<file path="config.mk">
export PLATFORM = sky130hd
export DESIGN_NAME = rat_read_stage
export DESIGN_NICKNAME = d
export VERILOG_FILES = /design/src/rat_arch_pkg.sv /design/src/rat_rename_pkg.sv /design/src/rat_read_stage.sv
export SDC_FILE = /design/constraint.sdc
export NUM_CORES = 1
export LEC_CHECK = 0
export BUFFER_PORTS_ARGS = -buffer_cell sky130_fd_sc_hd__buf_2
export CAP_MARGIN = 0
export CORE_AREA = 2 2 200 202
export DETAILED_ROUTE_END_ITERATION = 7
export DIE_AREA = 0 0 202 204
export HOLD_SLACK_MARGIN = 0.03
export SLEW_MARGIN = 25
export SYNTH_ARGS = -nofsm -noshare
export SYNTH_HDL_FRONTEND = slang
export SYNTH_SLANG_ARGS = --single-unit
</file>
<file path="constraint.sdc">
create_clock -name clk -period 1.7 [get_ports clk]
set_clock_uncertainty 0.05 [all_clocks]
set_input_delay 0.085 -clock clk [delete_from_list [all_inputs] [get_ports clk]]
set_output_delay 0.085 -clock clk [all_outputs]
set_load 0.03 [all_outputs]
</file>
<file path="src/rat_arch_pkg.sv">
package rat_arch_pkg;

  // architectural register number is bank:entry
  localparam int BANK_WIDTH = 2;
  localparam int ENTRY_WIDTH = 3;
  localparam int ENTRIES_PER_BANK = 8;

  // dependency reads name a slot of the current rename group
  localparam int SLOT_WIDTH = 4;
  localparam logic [1:0] DEP_MARKER = 2'b11;

  typedef struct packed {
    logic [BANK_WIDTH-1:0]  bank;
    logic [ENTRY_WIDTH-1:0] entry;
  } arch_reg_t;

  // top bit clear selects a table read
  typedef struct packed {
    logic      zero;
    arch_reg_t areg;
  } arch_view_t;

  // marker 11 selects the bypass, marker 10 is reserved
  typedef struct packed {
    logic [1:0]            marker;
    logic [SLOT_WIDTH-1:0] slot;
  } dep_view_t;

  // one 6-bit read address decoded either way
  typedef union packed {
    arch_view_t arch;
    dep_view_t  dep;
  } read_addr_u;

endpackage

</file>
<file path="src/rat_rename_pkg.sv">
package rat_rename_pkg;

  localparam int TAG_WIDTH = 9;
  localparam int FUNIT_WIDTH = 10;

  typedef logic [TAG_WIDTH-1:0]   rob_tag_t;
  typedef logic [FUNIT_WIDTH-1:0] funit_t;

  // idle mapping with no producer in flight
  localparam rob_tag_t TAG_RESET = '1;
  localparam funit_t FUNIT_RESET = 10'h1FF;

  // one slot of a rename group
  typedef struct packed {
    logic                  wen;
    rat_arch_pkg::arch_reg_t dest;
    rob_tag_t              tag;
    funit_t                funit;
  } rename_slot_t;

  typedef struct packed {
    logic     wen;
    rob_tag_t tag;
  } retire_port_t;

  // stored per register and per thread
  typedef struct packed {
    rob_tag_t tag;
    funit_t   funit;
    logic     retired;
  } map_entry_t;

  typedef struct packed {
    rob_tag_t tag;
    funit_t   funit;
    logic     retired;
    logic     is_dep;
  } read_result_t;

endpackage

</file>
<file path="src/rat_read_stage.sv">
`timescale 1ns/10ps

module rat_read_stage #(
  parameter int NUM_SLOTS = 3,
  parameter int NUM_READ = 4,
  parameter int NUM_BANKS = 4
) (
  input  logic                                 clk,
  input  logic                                 rst,
  input  logic                                 read_clkEn,
  input  rat_arch_pkg::read_addr_u              read_addr [NUM_READ],
  input  logic                                 thread,
  input  rat_rename_pkg::rename_slot_t          slots [NUM_SLOTS],
  input  rat_rename_pkg::map_entry_t            bank_entry [NUM_BANKS][NUM_READ],
  output logic [rat_arch_pkg::ENTRY_WIDTH-1:0] entry_sel [NUM_READ],
  output logic                                 thread_q,
  output rat_rename_pkg::read_result_t          result [NUM_READ]
);

  rat_arch_pkg::read_addr_u   addr_q [NUM_READ];
  logic [NUM_READ-1:0]        is_dep;
  rat_rename_pkg::map_entry_t arch_sel [NUM_READ];
  rat_rename_pkg::rob_tag_t   dep_tag [NUM_READ];
  rat_rename_pkg::funit_t     dep_funit [NUM_READ];

  always_ff @(posedge clk)
  begin
    if (rst)
    begin
      for (int p = 0; p < NUM_READ; p++)
        addr_q[p] <= '0;
      thread_q <= 1'b0;
    end
    else if (read_clkEn)
    begin
      for (int p = 0; p < NUM_READ; p++)
        addr_q[p] <= read_addr[p];
      thread_q <= thread;
    end
  end

  always_comb
  begin
    for (int p = 0; p < NUM_READ; p++)
    begin
      is_dep[p] = addr_q[p].dep.marker == rat_arch_pkg::DEP_MARKER;

      // bank mux over the banks that exist
      arch_sel[p] = bank_entry[0][p];
      for (int b = 0; b < NUM_BANKS; b++)
      begin
        if (addr_q[p].arch.areg.bank == rat_arch_pkg::BANK_WIDTH'(b))
          arch_sel[p] = bank_entry[b][p];
      end

      // bypass from the rename group on the bus this cycle
      dep_tag[p] = slots[0].tag;
      dep_funit[p] = slots[0].funit;
      for (int s = 0; s < NUM_SLOTS; s++)
      begin
        if (addr_q[p].dep.slot == rat_arch_pkg::SLOT_WIDTH'(s))
        begin
          dep_tag[p] = slots[s].tag;
          dep_funit[p] = slots[s].funit;
        end
      end

      if (is_dep[p])
        result[p] = '{tag: dep_tag[p], funit: dep_funit[p], retired: 1'b0, is_dep: 1'b1};
      else
        result[p] = '{tag: arch_sel[p].tag, funit: arch_sel[p].funit,
                      retired: arch_sel[p].retired, is_dep: 1'b0};
    end
  end

  for (genvar p = 0; p < NUM_READ; p++)
  begin : g_port
    assign entry_sel[p] = addr_q[p].arch.areg.entry;

    // marker 10 is reserved
    assert property (@(posedge clk) disable iff (rst)
      read_clkEn |=> addr_q[p].dep.marker != 2'b10)
      else $error("rat_read_stage: port %0d captured reserved address", p);

    assert property (@(posedge clk) disable iff (rst)
      read_clkEn |=> !is_dep[p] || addr_q[p].dep.slot < NUM_SLOTS)
      else $error("rat_read_stage: port %0d names a missing rename slot", p);

    assert property (@(posedge clk) disable iff (rst)
      read_clkEn |=> addr_q[p].arch.zero || addr_q[p].arch.areg.bank < NUM_BANKS)
      else $error("rat_read_stage: port %0d reads a missing bank", p);
  end

endmodule

</file>
==> results of run 1 <==
## critical path, stage by stage, from the launching register on
cell and delay, ns:
edfxtp_1 0.49, buf_6 0.17, or4b_4 0.49, buf_12 0.20
o22ai_2 0.21, o31ai_4 0.09, buf_4 0.17
## path summary, 6_finish.rpt
| check | endpoint | slack (ns) | cells after the start |
|---|---|---|---|
| worst max-delay path | result[9] | -0.55 | 6 |
| worst min-delay path | addr_q[3][1] | 0.03 | 2 |
| worst max register to register | thread_q | 0.51 | 3 |
| worst min register to register | thread_q | 1.01 | 3 |
## stage by stage
| step | setup TNS, ns | utilization |
|---|---|---|
| finish | -36.77 | 0.3901 |
| global route | -40.21 | 0.3901 |
| CTS | -39.75 | 0.3557 |
| detailed placement | -19.85 | 0.3134 |
| global placement | -18.47 | 0.3134 |
| floorplan | -4.200 | - |
## power by group
| group | switching, mW | internal [mW] |
|---|---|---|
| logic | 3.51 | 3.21 |
| clock network | 0.254 | 0.323 |
| registers | 0.0423 | 0.730 |
## cells by family (layout without fill, tap and decap cells)
| family | count (synthesis) | count (layout) | synth area share |
|---|---|---|---|
| AO/OA/AOI/OAI | 231 | 231 | 0.2247 |
| buffers and inverters | 116 | 714 | 0.08840 |
| flip-flops | 25 | 25 | 0.1083 |
| multiplexers | 81 | 81 | 0.2650 |
| other | 0 | 2 | 0 |
| AND/OR/NAND/NOR | 337 | 337 | 0.3135 |
## placed cells by master (no fill, tap or decap), drive strengths merged, types with 3 or more instances in the layout
cell type    n
o21a        21
clkbuf      13
nor2        28
o31ai       55
o22ai       53
edfxtp      24
or4b        79
a21oi       74
buf        695
o41ai       21
and2        28
nor4        21
or2         75
nand2       80
mux4        80
nor2b       22
inv          4
a211oi       3
## flip-flops by register name, summed over array words and instances, names as in the netlist
name      cells
thread_q      1
addr_q       24
## metal layers
metal / global-route usage / routed length (um) / vias to the layer above
li1: - / - / 4354
met1: 0.2803 / 20610 / 4872
met2: 0.4061 / 25440 / 435
met3: 0.02710 / 2778 / 65
met4: 0.06066 / 1322 / 4
met5: 0 / 21 / -
## repair_timing
action / CTS / global route
hold buffers: 2 / 0
gates cloned: 8 / 9
endpoints found under the hold margin: 1 / 0
resized for setup: 277 / 204
setup endpoints to repair: 80 / 81
pin swaps: 29 / 99
buffers inserted: 26 / 35
## cell type report
class                   instances  share of cell area
diodes                          2           0.0003274
clock buffers                   4            0.005157
multi-input cells             649              0.5432
flip-flops and latches         25             0.04846
well taps                     525             0.04297
inverters                       4           0.0009822
repair buffers                706              0.3589
==> results by group, run 1 <==
Critical path
  • Crit path from: addr_q[3][0]
  • Worst reg2reg path startpoint: thread_q
  • Worst Path Arrival: 2.12 ns
  • Highest fanout seen on the critical path: 18
  • Crit. End Element: output port
  • Setup CP Type: reg2out
  • Worst path required time: 1.56 ns
  • Worst setup SP type: flip-flop

Cells and area
  • Share of layout cells above drive strength 1: 0.8610
  • Non-Filler Instances: 1915
  • Fillers: about 3800
  • Fin area: around 0.015 sq mm
  • Multi-input logic area: approximately 0.0083 sq mm
  • Layout Nets: around 1800
  • Layout Area Growth over Synthesis: 123.6%
  • Sequential Area: between 700 and 800 sq um

Job
  • Maxcap violations: 0

STA
  • Tcrit/Tclk final: 1.324
  • Setup ws final: -0.5501 ns
  • Relative slew slack: 0.5043
  • Worst Max-Slew Pin Slew: 0.7402 ns
  • Max-slew violation count: 0
  • Hold Slack: around 0.034 ns
  • Peak Freq: roughly 0.44 GHz
  • Final Critical Period: approximately 2.3 ns
  • RSZ-0062 raised after global routing: yes
  • Final hold vios: 0
  • Final setup violation count: 80

Placement
  • Post-DP Area: 0.01228 sq mm
  • PortBufs: roughly 500
  • Placed Cells: 1835
  • Place WS: -0.3411 ns
  • Hpwl dp: just under 40 mm
  • Final Wtd Congestion: 0.8753

Clock tree
  • CTS tree: built
  • CTS buffer count: 3
  • Clock Sinks: 25
  • CTS clk-pin slew, worst paths: approximately 0.080 ns
  • CTS Buffer Depth: 2
  • CTS H-tree depth: 1
  • Later-pin clock latency in the skew report: between 0.2 and 0.3 ns
  • CTS root buf: clkbuf_16

Global route
  • Grt ovf: 0
  • Vias in the first global route: slightly below 10000
  • Total track usage: 0.2244
  • Largest net degree at the start of global routing: 46
  • First-pass GRT wire length: between 60 and 70 mm
  • Antenna violations before repair: 4

Synthesis
  • Post-synth EDFFs: 24
  • Share of the synthesized area in the top cell type: 0.2635
  • Fraction of registers with async set/reset: 0
  • Most used DFF post-synth: edfxtp_1
  • Ranking of synthesized cells by area: mux4_2, or4b_2, edfxtp_1
  • Distinct cells, synth: 33
  • Syn Inst Count: 790
  • Mean Syn Cell Area: around 8.7 sq um
  • Area leader, netlist: mux4_2
  • Synthesized area: 0.006837 sq mm
  • Syn nets: 1213
  • Sequential area share after synthesis: 0.1083
  • Synth top cells by count: mux4_2, nand2_1, or2_2
  • Synth Warn #: 0
  • FF+latch count, synth: 25

Floorplanning
  • Core ar.: between 0.03 and 0.04 sq mm
  • Area of the die: just over 0.04 sq mm
  • Chip height: 204 um
  • Row Count: 73
  • Initial Util: 0.1745
  • Chip width: roughly 200 um
  • I/O pin cnt: 520

Routing
  • DRT antenna net count: 0
  • Final wirelength: 50.17 mm
  • Routed len/inst: between 20 and 30 um
  • Total number of vias: around 9700
  • Via density: 5.081
  • DR DRC count: 0
  • 1st-pass router iterations: 5
  • 1st-iter DRT viols: between 500 and 600

Power
  • Worst IR Drop VDD: roughly 0.40 mV
  • LEAKAGE: between 6 and 7 nW
  • PnR Total Power: a little over 8 mW
  • PD cells: 528.1 mW/mm^2

Min path
  • Worst hold path type: in2reg
  • Hold wc startpoint: read_addr[1]

Status
  • Failing checks: negative setup slack
  • Status: finished with violations
No activity file was read; power rests on OpenSTA's default activity.
==> run 2: changes to the inputs <==
Settings changed: BUFFER_PORTS_ARGS -buffer_cell sky130_fd_sc_hd__buf_2 to default, CORE_AREA 2 2 200 202 to 2 2 201 203, DIE_AREA 0 0 202 204 to 0 0 203 205, DONT_BUFFER_PORTS from default to 1.
==> results by group, run 2 (synthesized netlist as in run 1, its figures left out) <==
Placement
  • Place WS: -0.2887 ns
  • PortBufs: 0
  • Final Wtd Congestion: between 0.8 and 0.9
  • Hpwl dp: 36.16 mm

Critical path
  • Reg2reg path depth: 3
  • Crit path from: addr_q[2][0]
  • Worst path required time: about 1.6 ns
  • Slowest cell on crit path: edfxtp_1
  • Worst setup SP type: flip-flop
  • Crit. End Element: output port
  • Highest fanout seen on the critical path: 7
  • Crit-path most repeated cell: buf_12
  • Reg2reg end: thread_q
  • Setup CP Type: reg2out
  • Crit path capture: result[34]
  • Worst path bufs/invs: 4
  • Register-to-register setup slack: approximately 0.25 ns
  • Largest stage delay, worst path: 0.52 ns
  • CP Depth: 7
  • Critical path's top delay family: buffers and inverters
  • Worst Path Arrival: 2.12 ns
  • CP Cell Sequence: buf_12 -> a211oi_4 -> buf_12 -> buf_12 -> o22ai_4 -> o31ai_4 -> buf_12
  • Worst reg2reg path startpoint: thread_q

Floorplanning
  • Area of the die: between 0.04 and 0.05 sq mm
  • Row Count: between 70 and 80
  • Chip height: approximately 210 um
  • Chip width: between 200 and 250 um
  • Core ar.: 0.03937 sq mm
  • Initial Util: 0.1737
  • I/O pin cnt: 520

Clock tree
  • Later-pin clock latency in the skew report: between 0.2 and 0.3 ns
  • CTS clk-pin slew, worst paths: ~0.070 ns
  • CTS root buf: clkbuf_16
  • CTS buffer count: 3
  • CTS Buffer Depth: 2
  • CTS tree: built
  • Clock Sinks: 25
  • CTS H-tree depth: 1

STA
  • Tcrit/Tclk final: 1.325
  • Setup ws final: -0.5530 ns
  • Final Critical Period: around 2.3 ns
  • RSZ-0062 raised after global routing: yes
  • Fin Setup TNS: -36.16 ns
  • Final hold vios: 0
  • Max-slew violation count: 0
  • Final setup violation count: 80
  • Hold Slack: between 0.04 and 0.05 ns
  • Relative slew slack: 0.5390
  • Peak Freq: about 0.44 GHz
  • Worst Max-Slew Pin Slew: between 0.6 and 0.7 ns

Global route
  • Antenna violations before repair: 4
  • Largest net degree at the start of global routing: 41
  • Vias in the first global route: around 8400
  • Total track usage: 0.2098
  • Grt ovf: 0
  • First-pass GRT wire length: 62.85 mm

Power
  • Clock share of power: 0.075
  • Worst IR Drop VDD: between 0.3 and 0.4 mV
  • Int Power: approximately 4.2 mW
  • PD cells: 566.8 mW/mm^2
  • Part of the power in registers: 0.105
  • Sw power: between 3 and 4 mW
  • Switching Share: 0.4424
  • LEAKAGE: between 4 and 5 nW
  • Combinational Power Share: 0.820

Cells and area
  • Largest register FFs: 24
  • Biggest regs: addr_q (24), thread_q (1)
  • Highest-count cells in the layout ignoring fill and taps: buf_12, buf_4, mux4_2, or2_2, or4b_4
  • Layout Area Growth over Synthesis: 94.51%
  • Commonest non-fill, non-tap cell in the layout: buf_12
  • Share of layout cells above drive strength 1: 0.7751
  • Fillers: approximately 3800
  • Layout Nets: ~1400
  • Top reg by flops: addr_q

Routing
  • DRT antenna net count: 0
  • Final wirelength: 47.12 mm
  • Via density: 5.518
  • DR DRC count: 0
  • Total number of vias: between 8000 and 9000
  • Routed len/inst: between 30 and 40 um
  • 1st-iter DRT viols: between 500 and 600
  • 1st-pass router iterations: 5

Status
  • Status: finished with violations
  • Failing checks: negative setup slack

Job
  • Maxcap violations: 0

Min path
  • Worst hold path type: in2reg
  • Hold wc startpoint: read_addr[15]
==> run 2: changes by cell type in the layout (fill, tap and decap cells not counted), sizes merged <==
cell / before / now
dlygate4sd3: 2 / 24
bufbuf: 0 / 1
buf: 695 / 231
==> run 2: power by group through the flow <==
stage	clock network, mW	registers [mW]	logic [mW]
floorplan	0	0.781	3.28
global placement	0	0.807	5.15
detailed placement	0	0.810	5.19
CTS	0.582	0.792	5.93
global route	0.605	0.799	6.47
finish	0.566	0.794	6.18
==> run 2: what timing repair did <==
action / in CTS / in global routing
setup endpoints to repair: 80 / 81
pin swaps: 67 / 41
gates cloned: 9 / 9
hold buffers: 24 / 0
resized for setup: 249 / 60
endpoints found under the hold margin: 23 / 0
buffers inserted: 30 / 15
==> run 2: worst register-to-register path: stages, from the launching register on <==
cell and delay [ns]:
dfxtp_1 0.56, mux2i_1 0.13, nor2_1 0.10, dlygate4sd3_1 0.54
==> run 2: cell type report <==
cell class,instances,area [sq um],share of cell area
well taps,525,656.9,0.04940
flip-flops and latches,25,740.7,0.05570
inverters,4,15.01,0.001129
multi-input cells,649,8143,0.6123
clock buffers,4,78.83,0.005928
diodes,2,5.005,0.0003764
repair buffers,265,3659,0.2751
==> run 2: layer usage <==
metal | GRT usage | routed length [um]
met5 | 0 | 9
met4 | 0.07065 | 1765
met3 | 0.04200 | 3483
met2 | 0.3595 | 22860
met1 | 0.2624 | 19000
==> run 2: metrics by stage <==
step	cell area [sq um]	util	power [mW]	std cells
2_1_floorplan	8426	-	4.058	790
3_3_place_gp	10820	0.2750	5.954	1385
3_5_place_dp	10830	0.2750	5.998	1385
4_1_cts	12670	0.3219	7.302	1451
5_1_grt	13300	0.3378	7.878	1474
6_report	13300	0.3378	7.537	1474
==> run 2: worst min path at each step <==
stage | cells after the start | end | slack [ns]
after floorplan | 1 | thread_q | 0.11
after global placement | 1 | thread_q | 0.11
after detailed placement | 1 | thread_q | 0.12
after CTS | 1 | addr_q[1][3] | 0.04
after global routing | 1 | addr_q[2][2] | 0.05
final | 1 | addr_q[1][3] | 0.05
==> run 3: changes to the inputs <==
Settings changed: GPL_TIMING_DRIVEN from default to 0, REMOVE_ABC_BUFFERS from default to 1.
==> results by group, run 3 (synthesized netlist as in run 1, its figures left out) <==
Status
  • Status: finished with violations
  • Failing checks: negative setup slack

STA
  • Final setup violation count: 79
  • Final hold vios: 0
  • Relative slew slack: 0.4085
  • Final Critical Period: around 2.4 ns
  • Setup ws final: -0.7436 ns
  • Worst Max-Slew Pin Slew: approximately 0.9 ns
  • Hold Slack: ~0.28 ns
  • RSZ-0062 raised after global routing: yes
  • Tcrit/Tclk final: 1.437
  • Peak Freq: a little over 0.4 GHz
  • Max-slew violation count: 0

Routing
  • 1st-iter DRT viols: 620
  • 1st-pass router iterations: 5
  • Routed len/inst: between 30 and 40 um
  • Via density: just under 6
  • Total number of vias: just over 8000
  • Wire length on met2: 23.95 mm
  • Final wirelength: between 40 and 50 mm
  • Routed wire length on met3: between 4 and 5 mm
  • M1 WL: 18.53 mm
  • DRT antenna net count: 0
  • DR DRC count: 0
  • Max layer used: met5

Critical path
  • Worst Path Arrival: approximately 2.3 ns
  • Largest stage delay, worst path: approximately 0.65 ns
  • Slowest cell on crit path: edfxtp_1
  • Highest fanout seen on the critical path: 8
  • Setup CP Type: reg2out
  • Worst setup SP type: flip-flop
  • Worst path required time: between 1.5 and 2 ns
  • Crit. End Element: output port
  • Reg2reg path depth: 3
  • Crit-path most repeated cell: buf_12
  • CP Cell Sequence: buf_8 -> a211oi_4 -> buf_12 -> buf_12 -> o22ai_4 -> o31ai_4

Floorplanning
  • Core ar.: between 0.03 and 0.04 sq mm
  • Chip width: just over 200 um
  • Row Count: 73
  • Chip height: 205 um
  • Initial Util: 0.1737
  • Area of the die: 0.04162 sq mm
  • I/O pin cnt: 520

Cells and area
  • Biggest regs: addr_q (24), thread_q (1)
  • Top reg by flops: addr_q
  • Share of layout cells above drive strength 1: 0.7241
  • Highest-count cells in the layout ignoring fill and taps: mux4_2, or2_2, nand2_1, o31ai_4, or4b_4
  • Commonest non-fill, non-tap cell in the layout: mux4_2
  • Largest register FFs: 24
  • Layout Area Growth over Synthesis: 75.84%
  • Layout Nets: 1283
  • Fin area: about 0.012 sq mm

Placement
  • Place WS: -1.294 ns
  • PortBufs: 0
  • Final Wtd Congestion: 0.9459
  • Hpwl dp: around 36 mm
  • Post-DP Area: 0.007904 sq mm

Global route
  • Antenna violations before repair: 11
  • Total track usage: 0.2188
  • First-pass GRT wire length: between 60 and 70 mm
  • Grt ovf: 0
  • Largest net degree at the start of global routing: 41
  • Vias in the first global route: about 8600

Clock tree
  • Clock Sinks: 25
  • CTS clk-pin slew, worst paths: approximately 0.070 ns
  • Later-pin clock latency in the skew report: between 0.2 and 0.3 ns
  • CTS root buf: clkbuf_16
  • CTS tree: built
  • CTS Buffer Depth: 2
  • CTS H-tree depth: 1
  • CTS buffer count: 3

Min path
  • Hold Crit Depth: 2
  • Worst hold path type: in2reg

Power
  • Worst IR Drop VDD: 0.6271 mV
  • LEAKAGE: between 3 and 4 nW
  • PD cells: between 500 and 600 mW/mm^2

Job
  • Maxcap violations: 0
## run 3: cell count changes in the layout (fill, tap and decap cells not counted), sizes merged
| cell | change |
|---|---|
| clkbuf | -6 |
| diode | +8 |
| clkinv | +1 |
| dlygate4sd3 | +2 |
| buf | -85 |
## run 3: final cells by class
cell class	count	area (sq um)
inverters	4	15.01
clock inverters	1	5.005
flip-flops and latches	25	740.7
multi-input cells	649	8172
fillers	3892	27350
clock buffers	3	75.07
diodes	10	25.02
repair buffers	177	2332
well taps	525	656.9
## run 3: metrics by stage
stage	utilization	power (mW)	setup TNS [ns]	instances
after global routing	0.3054	6.861	-48.38	1394
after global placement	0.1754	3.766	-221.42	1203
final	0.3054	6.646	-45.25	1394
after CTS	0.2838	6.178	-46.42	1355
after floorplan	-	3.065	-97.93	678
after detailed placement	0.2008	4.203	-80.79	1251
## run 3: worst max-delay path, delay by kind of cell (launching register included)
kind	cells	cell delay [ns]
AO/OA/AOI/OAI	3	0.78
buffers and inverters	3	0.58
flip-flops	1	0.65
## run 3: final timing paths
| kind | start | end | slack, ns |
|---|---|---|---|
| worst max register to register | thread_q | thread_q | 0.26 |
| worst max-delay path | addr_q[2][0] | result[28] | -0.74 |
| worst min register to register | thread_q | thread_q | 1.23 |
| worst min-delay path | rst | addr_q[2][4] | 0.28 |
## run 3: what timing repair did
item,4_1_cts,5_1_grt
endpoints found under the hold margin,25,0
gates resized for setup,378,112
buffers inserted,72,30
endpoints found under the setup margin,84,81
pin swaps,104,70
gates cloned,3,3
hold buffers,26,0
## run 3: layer usage
layer	global-route usage	up-vias
met4	0.09333	2
met1	0.2508	4169
met5	0	-
met3	0.05393	138
met2	0.3866	604
li1	-	3300
## run 3: report_power, final
group,total [mW],switching [mW],leakage [nW],internal (mW)
logic,5.28,2.97,3.47,2.31
registers,0.811,0.0797,0.266,0.731
clock network,0.551,0.233,0.0409,0.318
total,6.65,3.29,3.78,3.36
